## src/hw/fir_defines.svh

```systemverilog
`ifndef FIR_DEFINES_SVH
`define FIR_DEFINES_SVH

// Tap address width, the filter has 2**FIR_ADDR_WIDTH taps
`define FIR_ADDR_WIDTH 4

// Beat slots in the FIFO, also the credits the producer starts with
`define FIR_FIFO_DEPTH 4

// Input sample width
`define FIR_SAMPLE_W 16

// Coefficient width
`define FIR_COEFF_W 16

// Accumulator width, the sum wraps modulo 2**FIR_ACC_W
`define FIR_ACC_W 32

// Sequence tag width
`define FIR_SEQ_W 8

`endif

```

## src/hw/fir_pkg.sv

```systemverilog
`include "fir_defines.svh"

package fir_pkg;

  // Data widths
  typedef logic [`FIR_SAMPLE_W-1:0]   sample_t;
  typedef logic [`FIR_COEFF_W-1:0]    coeff_t;
  typedef logic [`FIR_ACC_W-1:0]      acc_t;
  typedef logic [`FIR_ADDR_WIDTH-1:0] tap_addr_t;
  typedef logic [`FIR_SEQ_W-1:0]      seq_t;

  // FIFO slot index
  typedef logic [$clog2(`FIR_FIFO_DEPTH)-1:0] fifo_ptr_t;

  // Needs to hold the full depth, not just depth-1
  typedef logic [$clog2(`FIR_FIFO_DEPTH+1)-1:0] credit_t;

  // Tagged sample, producer -> FIFO -> engine
  typedef struct packed {
    sample_t sample;
    seq_t    seq;
  } sample_beat_t;

  // One filter output
  typedef struct packed {
    acc_t    y;
    sample_t oldest;
    seq_t    seq;
  } fir_result_t;

  // MAC engine states
  typedef enum logic [2:0] {
    CLEAR,
    IDLE,
    PRIME,
    ACCUM,
    DRAIN,
    EMIT
  } mac_state_t;

endpackage

```

## src/hw/fir_dpram.sv

```systemverilog
`timescale 1ns/1ps

module fir_dpram #(
  parameter int unsigned Depth = 16,
  parameter type data_t = logic [15:0]
) (
  input  logic                     clk_i,
  input  logic                     we_i,
  input  logic [$clog2(Depth)-1:0] waddr_i,
  input  data_t                    wdata_i,
  input  logic                     re_i,
  input  logic [$clog2(Depth)-1:0] raddr_i,
  output data_t                    rdata_o
);

  data_t mem [0:Depth-1];
  data_t rdata_q;

  // Write port
  always_ff @(posedge clk_i) begin
    if (we_i) begin
      mem[waddr_i] <= wdata_i;
    end
  end

  // Registered read, data shows up one cycle after re_i
  always_ff @(posedge clk_i) begin
    if (re_i) begin
      rdata_q <= mem[raddr_i];
    end
  end

  assign rdata_o = rdata_q;

endmodule

```

## src/hw/fir_sample_source.sv

```systemverilog
`timescale 1ns/1ps
`include "fir_defines.svh"

module fir_sample_source (
  input  logic                  clk_i,
  input  logic                  rst_ni,
  input  logic                  sample_valid_i,
  input  fir_pkg::sample_t      sample_i,
  input  logic                  credit_return_i,
  output logic                  sample_ready_o,
  output logic                  beat_push_o,
  output fir_pkg::sample_beat_t beat_o
);

  import fir_pkg::*;

  credit_t      credits_q;
  seq_t         seq_q;
  logic         accept;
  logic         push_q;
  sample_beat_t beat_q;

  // Only take a sample while the FIFO is known to have room
  assign sample_ready_o = (credits_q != '0);
  assign accept         = sample_valid_i && sample_ready_o;

  // Credit taken at acceptance, so ready drops before the push lands
  always_ff @(posedge clk_i or negedge rst_ni) begin
    if (!rst_ni) begin
      credits_q <= credit_t'(`FIR_FIFO_DEPTH);
    end else if (accept && !credit_return_i) begin
      credits_q <= credits_q - 1'b1;
    end else if (!accept && credit_return_i) begin
      credits_q <= credits_q + 1'b1;
    end
  end

  // Tag counter and push strobe
  always_ff @(posedge clk_i or negedge rst_ni) begin
    if (!rst_ni) begin
      seq_q  <= '0;
      push_q <= 1'b0;
    end else begin
      push_q <= accept;
      if (accept) begin
        seq_q <= seq_q + 1'b1;
      end
    end
  end

  always_ff @(posedge clk_i) begin
    if (accept) begin
      beat_q.sample <= sample_i;
      beat_q.seq    <= seq_q;
    end
  end

  assign beat_push_o = push_q;
  assign beat_o      = beat_q;

endmodule

```

## src/hw/fir_sample_fifo.sv

```systemverilog
`timescale 1ns/1ps
`include "fir_defines.svh"

module fir_sample_fifo (
  input  logic                  clk_i,
  input  logic                  rst_ni,
  input  logic                  push_i,
  input  fir_pkg::sample_beat_t beat_i,
  input  logic                  pop_i,
  output logic                  beat_valid_o,
  output fir_pkg::sample_beat_t beat_o,
  output logic                  credit_o
);

  import fir_pkg::*;

  localparam int unsigned Depth = `FIR_FIFO_DEPTH;

  sample_beat_t mem [0:Depth-1];
  fifo_ptr_t    wr_ptr_q;
  fifo_ptr_t    rd_ptr_q;
  credit_t      count_q;
  logic         full;
  logic         push_en;
  logic         pop_en;
  logic         credit_q;

  assign full         = (count_q == credit_t'(Depth));
  assign beat_valid_o = (count_q != '0);
  assign push_en      = push_i && !full;
  assign pop_en       = pop_i && beat_valid_o;

  // Head is visible combinationally, consumer reads it in the pop cycle
  assign beat_o = mem[rd_ptr_q];

  // Wrap explicitly in case the depth is not a power of two
  function automatic fifo_ptr_t ptr_next(fifo_ptr_t ptr);
    if (ptr == fifo_ptr_t'(Depth - 1)) begin
      return '0;
    end
    return ptr + 1'b1;
  endfunction

  always_ff @(posedge clk_i) begin
    if (push_en) begin
      mem[wr_ptr_q] <= beat_i;
    end
  end

  always_ff @(posedge clk_i or negedge rst_ni) begin
    if (!rst_ni) begin
      wr_ptr_q <= '0;
      rd_ptr_q <= '0;
      count_q  <= '0;
      credit_q <= 1'b0;
    end else begin
      credit_q <= pop_en;
      if (push_en) begin
        wr_ptr_q <= ptr_next(wr_ptr_q);
      end
      if (pop_en) begin
        rd_ptr_q <= ptr_next(rd_ptr_q);
      end
      // Occupancy, simultaneous push and pop leave it alone
      if (push_en && !pop_en) begin
        count_q <= count_q + 1'b1;
      end else if (pop_en && !push_en) begin
        count_q <= count_q - 1'b1;
      end
    end
  end

  // One credit back to the producer per popped beat
  assign credit_o = credit_q;

endmodule

```

## src/hw/fir_mac_engine.sv

```systemverilog
`timescale 1ns/1ps
`include "fir_defines.svh"

module fir_mac_engine (
  input  logic                  clk_i,
  input  logic                  rst_ni,
  input  logic                  beat_valid_i,
  input  fir_pkg::sample_beat_t beat_i,
  output logic                  beat_pop_o,
  input  logic                  coef_we_i,
  input  fir_pkg::tap_addr_t    coef_addr_i,
  input  fir_pkg::coeff_t       coef_data_i,
  output logic                  result_valid_o,
  output fir_pkg::fir_result_t  result_o
);

  import fir_pkg::*;

  localparam int unsigned NumTaps = 2 ** `FIR_ADDR_WIDTH;
  localparam tap_addr_t   LastTap = tap_addr_t'(NumTaps - 1);

  mac_state_t state_q;
  mac_state_t state_d;

  // Circular history pointers and tap counter
  tap_addr_t wr_ptr_q;
  tap_addr_t rd_ptr_q;
  tap_addr_t tap_cnt_q;

  logic      sample_we;
  sample_t   sample_wdata;
  logic      mac_re;
  logic      rd_vld_q;
  sample_t   rd_sample;
  coeff_t    rd_coeff;
  acc_t      product;

  acc_t      acc_q;
  sample_t   oldest_q;
  seq_t      seq_q;

  assign beat_pop_o = (state_q == IDLE) && beat_valid_i;

  // Zero fill during CLEAR, otherwise the popped sample
  assign sample_we    = (state_q == CLEAR) || beat_pop_o;
  assign sample_wdata = (state_q == CLEAR) ? '0 : beat_i.sample;

  // Both RAMs are read together, one tap per ACCUM cycle
  assign mac_re = (state_q == ACCUM);

  fir_dpram #(
    .Depth  (NumTaps),
    .data_t (sample_t)
  ) sample_ram (
    .clk_i   (clk_i),
    .we_i    (sample_we),
    .waddr_i (wr_ptr_q),
    .wdata_i (sample_wdata),
    .re_i    (mac_re),
    .raddr_i (rd_ptr_q),
    .rdata_o (rd_sample)
  );

  fir_dpram #(
    .Depth  (NumTaps),
    .data_t (coeff_t)
  ) coeff_ram (
    .clk_i   (clk_i),
    .we_i    (coef_we_i),
    .waddr_i (coef_addr_i),
    .wdata_i (coef_data_i),
    .re_i    (mac_re),
    .raddr_i (tap_cnt_q),
    .rdata_o (rd_coeff)
  );

  // Widen before multiplying so the full 32-bit product survives
  assign product = acc_t'(rd_sample) * acc_t'(rd_coeff);

  always_comb begin
    state_d = state_q;
    unique case (state_q)
      CLEAR: begin
        if (wr_ptr_q == LastTap) begin
          state_d = IDLE;
        end
      end
      IDLE: begin
        if (beat_valid_i) begin
          state_d = PRIME;
        end
      end
      PRIME: state_d = ACCUM;
      ACCUM: begin
        if (tap_cnt_q == LastTap) begin
          state_d = DRAIN;
        end
      end
      DRAIN: state_d = EMIT;
      EMIT:  state_d = IDLE;
      default: state_d = CLEAR;
    endcase
  end

  always_ff @(posedge clk_i or negedge rst_ni) begin
    if (!rst_ni) begin
      state_q   <= CLEAR;
      wr_ptr_q  <= '0;
      rd_ptr_q  <= '0;
      tap_cnt_q <= '0;
      rd_vld_q  <= 1'b0;
    end else begin
      state_q  <= state_d;
      rd_vld_q <= mac_re;
      if (sample_we) begin
        wr_ptr_q <= wr_ptr_q + 1'b1;
      end
      // Newest sample first, then walk back in time
      if (beat_pop_o) begin
        rd_ptr_q  <= wr_ptr_q;
        tap_cnt_q <= '0;
      end else if (mac_re) begin
        rd_ptr_q  <= rd_ptr_q - 1'b1;
        tap_cnt_q <= tap_cnt_q + 1'b1;
      end
    end
  end

  always_ff @(posedge clk_i) begin
    if (beat_pop_o) begin
      seq_q <= beat_i.seq;
    end
    if (state_q == PRIME) begin
      acc_q <= '0;
    end else if (rd_vld_q) begin
      acc_q <= acc_q + product;
    end
    // Last tap lands in DRAIN, that read is the oldest sample in the window
    if (state_q == DRAIN) begin
      oldest_q <= rd_sample;
    end
  end

  assign result_valid_o  = (state_q == EMIT);
  assign result_o.y      = acc_q;
  assign result_o.oldest = oldest_q;
  assign result_o.seq    = seq_q;

endmodule

```

## src/hw/fir_top.sv

```systemverilog
`timescale 1ns/1ps

module fir_top (
  input  logic                 clk_i,
  input  logic                 rst_ni,
  input  logic                 sample_valid_i,
  input  fir_pkg::sample_t     sample_i,
  output logic                 sample_ready_o,
  input  logic                 coef_we_i,
  input  fir_pkg::tap_addr_t   coef_addr_i,
  input  fir_pkg::coeff_t      coef_data_i,
  output logic                 result_valid_o,
  output fir_pkg::fir_result_t result_o
);

  import fir_pkg::*;

  // Producer to FIFO
  logic         beat_push;
  sample_beat_t beat;
  logic         credit_return;

  // FIFO to engine
  logic         beat_valid;
  sample_beat_t head_beat;
  logic         beat_pop;

  fir_sample_source source_i (
    .clk_i           (clk_i),
    .rst_ni          (rst_ni),
    .sample_valid_i  (sample_valid_i),
    .sample_i        (sample_i),
    .credit_return_i (credit_return),
    .sample_ready_o  (sample_ready_o),
    .beat_push_o     (beat_push),
    .beat_o          (beat)
  );

  fir_sample_fifo fifo_i (
    .clk_i        (clk_i),
    .rst_ni       (rst_ni),
    .push_i       (beat_push),
    .beat_i       (beat),
    .pop_i        (beat_pop),
    .beat_valid_o (beat_valid),
    .beat_o       (head_beat),
    .credit_o     (credit_return)
  );

  fir_mac_engine engine_i (
    .clk_i          (clk_i),
    .rst_ni         (rst_ni),
    .beat_valid_i   (beat_valid),
    .beat_i         (head_beat),
    .beat_pop_o     (beat_pop),
    .coef_we_i      (coef_we_i),
    .coef_addr_i    (coef_addr_i),
    .coef_data_i    (coef_data_i),
    .result_valid_o (result_valid_o),
    .result_o       (result_o)
  );

endmodule

```

## config.mk

```make
export PLATFORM = sky130hd
export DESIGN_NAME = fir_top
export DESIGN_NICKNAME = d
export VERILOG_FILES = /design/src/hw/fir_pkg.sv /design/src/hw/fir_dpram.sv /design/src/hw/fir_sample_source.sv /design/src/hw/fir_sample_fifo.sv /design/src/hw/fir_mac_engine.sv /design/src/hw/fir_top.sv
export VERILOG_INCLUDE_DIRS = /design/src /design/src/hw
export SDC_FILE = /design/constraint.sdc
export NUM_CORES = 1
export LEC_CHECK = 0
export BUFFER_PORTS_ARGS = -buffer_cell sky130_fd_sc_hd__buf_2
export CELL_PAD_IN_SITES_DETAIL_PLACEMENT = 0
export CELL_PAD_IN_SITES_GLOBAL_PLACEMENT = 2
export CORE_MARGIN = 1.5
export CORE_UTILIZATION = 47
export CTS_CLUSTER_DIAMETER = 100
export CTS_CLUSTER_SIZE = 12
export DETAILED_ROUTE_END_ITERATION = 8
export GPL_TIMING_DRIVEN = 0
export PLACE_DENSITY = 0.86
export SYNTH_ARGS = -nofsm -noshare
export SYNTH_HDL_FRONTEND = slang
export SYNTH_SLANG_ARGS = --single-unit
```

## constraint.sdc

```tcl
create_clock -name clk_i -period 7.3 [get_ports clk_i]
set_clock_uncertainty 0.05 [all_clocks]
set_input_delay 0.73 -clock clk_i [delete_from_list [all_inputs] [get_ports clk_i]]
set_output_delay 0.73 -clock clk_i [all_outputs]
set_load 0.005 [all_outputs]
```

==> impl_metrics.py, run 1 <==
metrics = {
    "outcome": {
        "status": "finished, final reports clean",
    },
    "grt": {
        "overflow": 0,
        "grt_max_degree": 41,
        "gr-usage-all-layers_pct": 21.76,
        "grt_pass1_wl_um": 131700,
        "antenna_found_initial": 4,
        "first_global_vias": 21390,
    },
    "placement": {
        "dp_cells": 3549,
        "dp_slack_ps": 432.2,
        "portBuffers": 97,
        "hpwl_um": 63450,
        "gp_congestion": 0.9129,
    },
    "logic_synthesis": {
        "synth.area.top_cells": "edfxtp_1 55%, fa_1 12%, mux4_2 11%, ha_1 3.7%, inv_1 3.4%",
        "async_flop_share_pct": 4.762,
        "ys.flop_type": "edfxtp_1",
        "synth_warnings": 0,
        "synth_nets": 2747,
        "yosysTopAreaCell": "edfxtp_1",
        "yosys.area.top_type_share_pct": 54.76,
        "avgSynthCellArea_um2": 15.94,
        "synth_seq_cells": 756,
        "synthCells": 2367,
        "netlist_area_um2": 37730,
        "synth_edf_count": 688,
        "synthDistinctLibCells": 69,
        "yosysSeqAreaShare_pct": 58.85,
    },
    "critical_path": {
        "crit_start": "engine_i.sample_ram.rdata_o[7]",
        "r2r_start": "engine_i.sample_ram.rdata_o[7]",
        "start_kind": "register",
        "endpoint": "engine_i.acc_q[21]",
        "cp_max_fo": 10,
        "r2r-end": "engine_i.acc_q[21]",
        "cp.required_ps": 7740,
        "path_class": "reg -> reg",
        "r2r_cells": 22,
        "end_kind": "register",
        "worstPathArrival_ps": 7350,
        "rrSetupSlack_ps": 400,
    },
    "layout": {
        "final_cells": 3665,
        "finalNetCount": 2955,
        "nFillCells": 6334,
        "seqCellArea_um2": 22200,
        "drive_gt1_share_pct": 18.40,
        "syn_to_final_growth_pct": 12.31,
        "multi_input_area_um2": 13910,
    },
    "die": {
        "io_pins": 98,
        "fp-row-count": 103,
        "die_y_um": 286.3,
        "start_util_pct": 47.60,
        "dieWidth_um": 286.3,
        "core-area_um2": 79260,
        "die-area_um2": 81980,
    },
    "sta": {
        "slew_headroom_pct": 13.31,
        "fin_crit_sh_pct": 94.55,
        "fmax_ghz": 0.1449,
        "worstMarginPinSlew_ps": 1298,
        "setup_viol": 0,
        "fin_tns_setup_ps": 0,
        "finalHoldViolCount": 0,
        "setup_ws_ps": 398.1,
        "fin_crit_ps": 6902,
        "report.final.slew_viol_count": 0,
        "rsz0062_at_grt": "false",
    },
    "cts": {
        "htreeDepth": 3,
        "cts.path.max_buffers": 3,
        "clkSlewWorstSetupHoldPaths_ps": 60,
        "clock_latency_ps": 620,
        "cts_setup_buffers": 0,
        "cts_buffers": 74,
        "ctsResizeCount": 0,
        "tritoncts": "done",
        "ctsHoldBuffers": 0,
        "cts-root-buf": "clkbuf_16",
        "cts.sinks": 756,
    },
    "routing": {
        "firstDrtPassIters": 7,
        "drc": 0,
        "wirelength_um": 87360,
        "vias_per_cell": 5.495,
        "vias": 20140,
        "first_iter_violations": 1618,
        "ant_nets": 0,
        "wl_per_cell_um": 23.84,
    },
    "run": {
        "drv_cap": 0,
    },
    "worst_hold_path": {
        "hp-class": "in -> async",
    },
}
## through the flow
step,hold slack [ps],instance area (um^2),util [%]
finish,177.3,42370,53.46
CTS,179.3,42370,53.46
detailed placement,405.8,40240,50.77
global placement,414.7,39530,49.87
floorplan,384.4,37730,-
global route,206.4,42370,53.46
## worst max-delay path: stages, from the launching register on
cell and delay, ps:
edfxtp_1 710, clkbuf_1 590, nand2_1 180, fa_1 560
inv_1 60, fa_1 510, inv_1 60, fa_1 530
inv_1 50, fa_1 470, fa_1 510, inv_1 50
fa_1 470, inv_1 40, ha_1 340, a21o_1 240
a21oi_1 190, nor2b_1 70, a311oi_2 540, o21ai_1 180
xor2_1 180, mux2i_1 140, nor2_1 50
## worst min-delay path by stage
stage	slack (ps)	end	from
after floorplan	380	engine_i.rd_ptr_q[0]	rst_ni
after global placement	410	source_i.seq_q[7]	source_i.seq_q[7]
after detailed placement	410	source_i.beat_o[7]	source_i.seq_q[7]
after CTS	180	source_i.seq_q[1]	rst_ni
after global routing	210	source_i.beat_o[18]	sample_i[10]
final	180	source_i.seq_q[4]	rst_ni
## routing by layer
layer  GRT usage (%)  up-vias  wire length (um)
li1                -     8787                 -
met1           29.78    10540             36250
met2           36.32      687             43830
met3           3.577      118              5398
met4           5.992        6              1846
met5               0        -                39
## kinds of logic after synthesis
kind of cell               count (synthesis)  synth area share (%)
AOI/OAI and AO/OA                        121                 2.192
DFF                                      756                 58.85
and+or+nand+nor                          460                 5.986
buffers and inverters                    439                 4.564
muxes                                    204                 11.52
adders and majority gates                340                 15.79
xor gates and xnor gates                  47                 1.091
## Yosys cell counts (all sizes together) (28+ instances only)
cell type / instances
nor2: 74
dfxtp: 32
clkbuf: 73
o21ai: 32
fa: 227
nand2: 178
a21oi: 31
and2: 124
dfrtp: 35
xnor2: 28
edfxtp: 688
inv: 338
ha: 113
mux4: 184
## state kept, by name, indices dropped and copies added, names as in the netlist, 2 cells and up
| signal | flops |
|---|---|
| fifo_i.mem | 96 |
| source_i.beat_o | 24 |
| fifo_i.rd_ptr_q | 2 |
| engine_i.coeff_ram.rdata_o | 16 |
| engine_i.oldest_q | 16 |
| engine_i.wr_ptr_q | 4 |
| engine_i.coeff_ram.mem | 256 |
| source_i.seq_q | 8 |
| source_i.credits_q | 3 |
| fifo_i.wr_ptr_q | 2 |
| fifo_i.count_q | 3 |
| engine_i.tap_cnt_q | 4 |
| engine_i.sample_ram.mem | 256 |
| engine_i.rd_ptr_q | 4 |
| engine_i.state_q | 3 |
| engine_i.sample_ram.rdata_o | 16 |
| engine_i.acc_q | 32 |
| engine_i.seq_q | 8 |
## layout by cell type, fill, tap and decap left out, types with 26 or more instances in the layout
| cell | n |
|---|---|
| and2_1 | 124 |
| buf_2 | 115 |
| fa_1 | 227 |
| o21ai_0 | 26 |
| nand2_1 | 177 |
| a21oi_1 | 28 |
| edfxtp_1 | 688 |
| inv_1 | 337 |
| dfxtp_1 | 32 |
| xnor2_1 | 28 |
| mux4_2 | 184 |
| clkbuf_16 | 75 |
| clkbuf_1 | 103 |
| dfrtp_1 | 35 |
| ha_1 | 113 |
| nor2_1 | 50 |
## final cells by class
class,count,area share [%]
multi-input cells,1172,32.82
clock inverters,9,0.3248
plain buffers,100,1.057
well taps,1050,3.101
repair buffers,132,2.572
inverters,339,3.012
clock buffers,106,4.704
flip-flops and latches,756,52.40
diodes,1,0.005906
Power of run 1 is not shown: default switching activity piles up to over one toggle a cycle in this logic, so the estimate is an artifact.
==> inputs of run 2 (changes only) <==
Settings changed: CORE_MARGIN 1.5 to default.
==> impl_metrics.py, run 2 (synthesis results as in run 1) <==
metrics = {
    "die": {
        "die_y_um": 285.3,
        "core-area_um2": 79260,
        "start_util_pct": 47.60,
        "die-area_um2": 81400,
        "fp-row-count": 103,
        "io_pins": 98,
        "dieWidth_um": 285.3,
    },
    "critical_path": {
        "cp_max_fo": 10,
        "worstPathArrival_ps": 7310,
        "rrSetupSlack_ps": 430,
        "r2r_cells": 22,
        "cp.required_ps": 7740,
        "r2r_start": "engine_i.sample_ram.rdata_o[7]",
        "r2r-end": "engine_i.acc_q[21]",
        "path_class": "reg -> reg",
        "start_kind": "register",
        "end_kind": "register",
    },
    "layout": {
        "syn_to_final_growth_pct": 12.15,
        "multi_input_area_um2": 13910,
        "layout_commonest_cell": "edfxtp_1",
        "reg_top3": "engine_i.coeff_ram.mem x256, engine_i.sample_ram.mem x256, fifo_i.mem x96",
        "final_cell_mix": "688 x edfxtp_1, 337 x inv_1, 227 x fa_1, 184 x mux4_2, 177 x nand2_1",
        "seqCellArea_um2": 22200,
        "drive_gt1_share_pct": 18.33,
        "finalNetCount": 2955,
        "nFillCells": 6369,
        "diodes": 0,
        "fin_area_um2": 42310,
    },
    "sta": {
        "finalHoldViolCount": 0,
        "fin_crit_sh_pct": 94.07,
        "fmax_ghz": 0.1456,
        "report.final.slew_viol_count": 0,
        "rsz0062_at_grt": "false",
        "fin_tns_setup_ps": 0,
        "setup_viol": 0,
        "fin_hold_ws_ps": 182.4,
        "slew_headroom_pct": 10.75,
        "setup_ws_ps": 433.1,
        "worstMarginPinSlew_ps": 1339,
        "fin_crit_ps": 6867,
    },
    "placement": {
        "hpwl_um": 63020,
        "dpl_cell_area_um2": 40200,
        "dp_slack_ps": 522.0,
        "gp_congestion": 0.9076,
        "portBuffers": 97,
    },
    "cts": {
        "ctsResizeCount": 0,
        "cts.sinks": 756,
        "cts_setup_buffers": 0,
        "cts.path.max_buffers": 3,
        "ctsHoldBuffers": 0,
        "cts_buffers": 74,
        "cts-root-buf": "clkbuf_16",
        "htreeDepth": 3,
        "clock_latency_ps": 620,
        "clkSlewWorstSetupHoldPaths_ps": 60,
        "tritoncts": "done",
    },
    "routing": {
        "vias": 20250,
        "first_iter_violations": 1638,
        "ant_nets": 0,
        "vias_per_cell": 5.528,
        "wirelength_um": 88070,
        "firstDrtPassIters": 5,
        "drc": 0,
        "wl_per_cell_um": 24.04,
    },
    "grt": {
        "gr-usage-all-layers_pct": 22.02,
        "grt_max_degree": 41,
        "antenna_found_initial": 6,
        "first_global_vias": 21470,
        "overflow": 0,
        "grt_pass1_wl_um": 132400,
    },
    "worst_hold_path": {
        "hp-class": "in -> async",
    },
    "outcome": {
        "status": "finished, final reports clean",
    },
    "run": {
        "drv_cap": 0,
    },
}
run 2: worst max-delay path by stage:
| stage | start | to | slack (ps) | cells past startpoint |
|---|---|---|---|---|
| detailed placement | engine_i.sample_ram.rdata_o[14] | engine_i.acc_q[31] | 520 | 22 |
| finish | engine_i.sample_ram.rdata_o[7] | engine_i.acc_q[21] | 430 | 22 |
| floorplan | engine_i.sample_ram.rdata_o[14] | engine_i.acc_q[31] | 1640 | 22 |
| global route | engine_i.sample_ram.rdata_o[7] | engine_i.acc_q[21] | 190 | 22 |
| CTS | engine_i.sample_ram.rdata_o[7] | engine_i.acc_q[21] | 510 | 22 |
| global placement | engine_i.sample_ram.rdata_o[14] | engine_i.acc_q[31] | 500 | 22 |
run 2: layout make-up:
type,instances,share of cell area (%)
flip-flops and latches,756,52.48
multi-input cells,1172,32.87
clock buffers,107,4.720
well taps,1050,3.105
inverters,339,3.016
repair buffers,132,2.499
plain buffers,100,1.059
clock inverters,7,0.2543
run 2: stage by stage:
stage | std cells | util [%]
finish | 3663 | 53.38
global placement | 3514 | 49.87
floorplan | 2367 | -
CTS | 3663 | 53.38
global route | 3663 | 53.38
detailed placement | 3549 | 50.73
run 2: critical path, stage by stage, from the launching register on:
cell and delay [ps]:
edfxtp_1 740, clkbuf_1 560, nand2_1 180, fa_1 570, inv_1 60, fa_1 500
inv_1 60, fa_1 540, inv_1 50, fa_1 490, fa_1 510, inv_1 50
fa_1 470, inv_1 40, ha_1 340, a21o_1 240, a21oi_1 160, nor2b_1 70
a311oi_2 500, o21ai_1 170, xor2_1 170, mux2i_1 150, nor2_1 50
run 2: layer usage:
| metal | track usage [%] | share of wire (%) | vias to the layer above |
|---|---|---|---|
| li1 | - | - | 8782 |
| met1 | 30.17 | 42 | 10680 |
| met2 | 36.75 | 50 | 659 |
| met3 | 3.296 | 5.9 | 128 |
| met4 | 6.297 | 2.4 | 4 |
| met5 | 0 | 0.022 | - |
Power of run 2 is left out for the same reason.
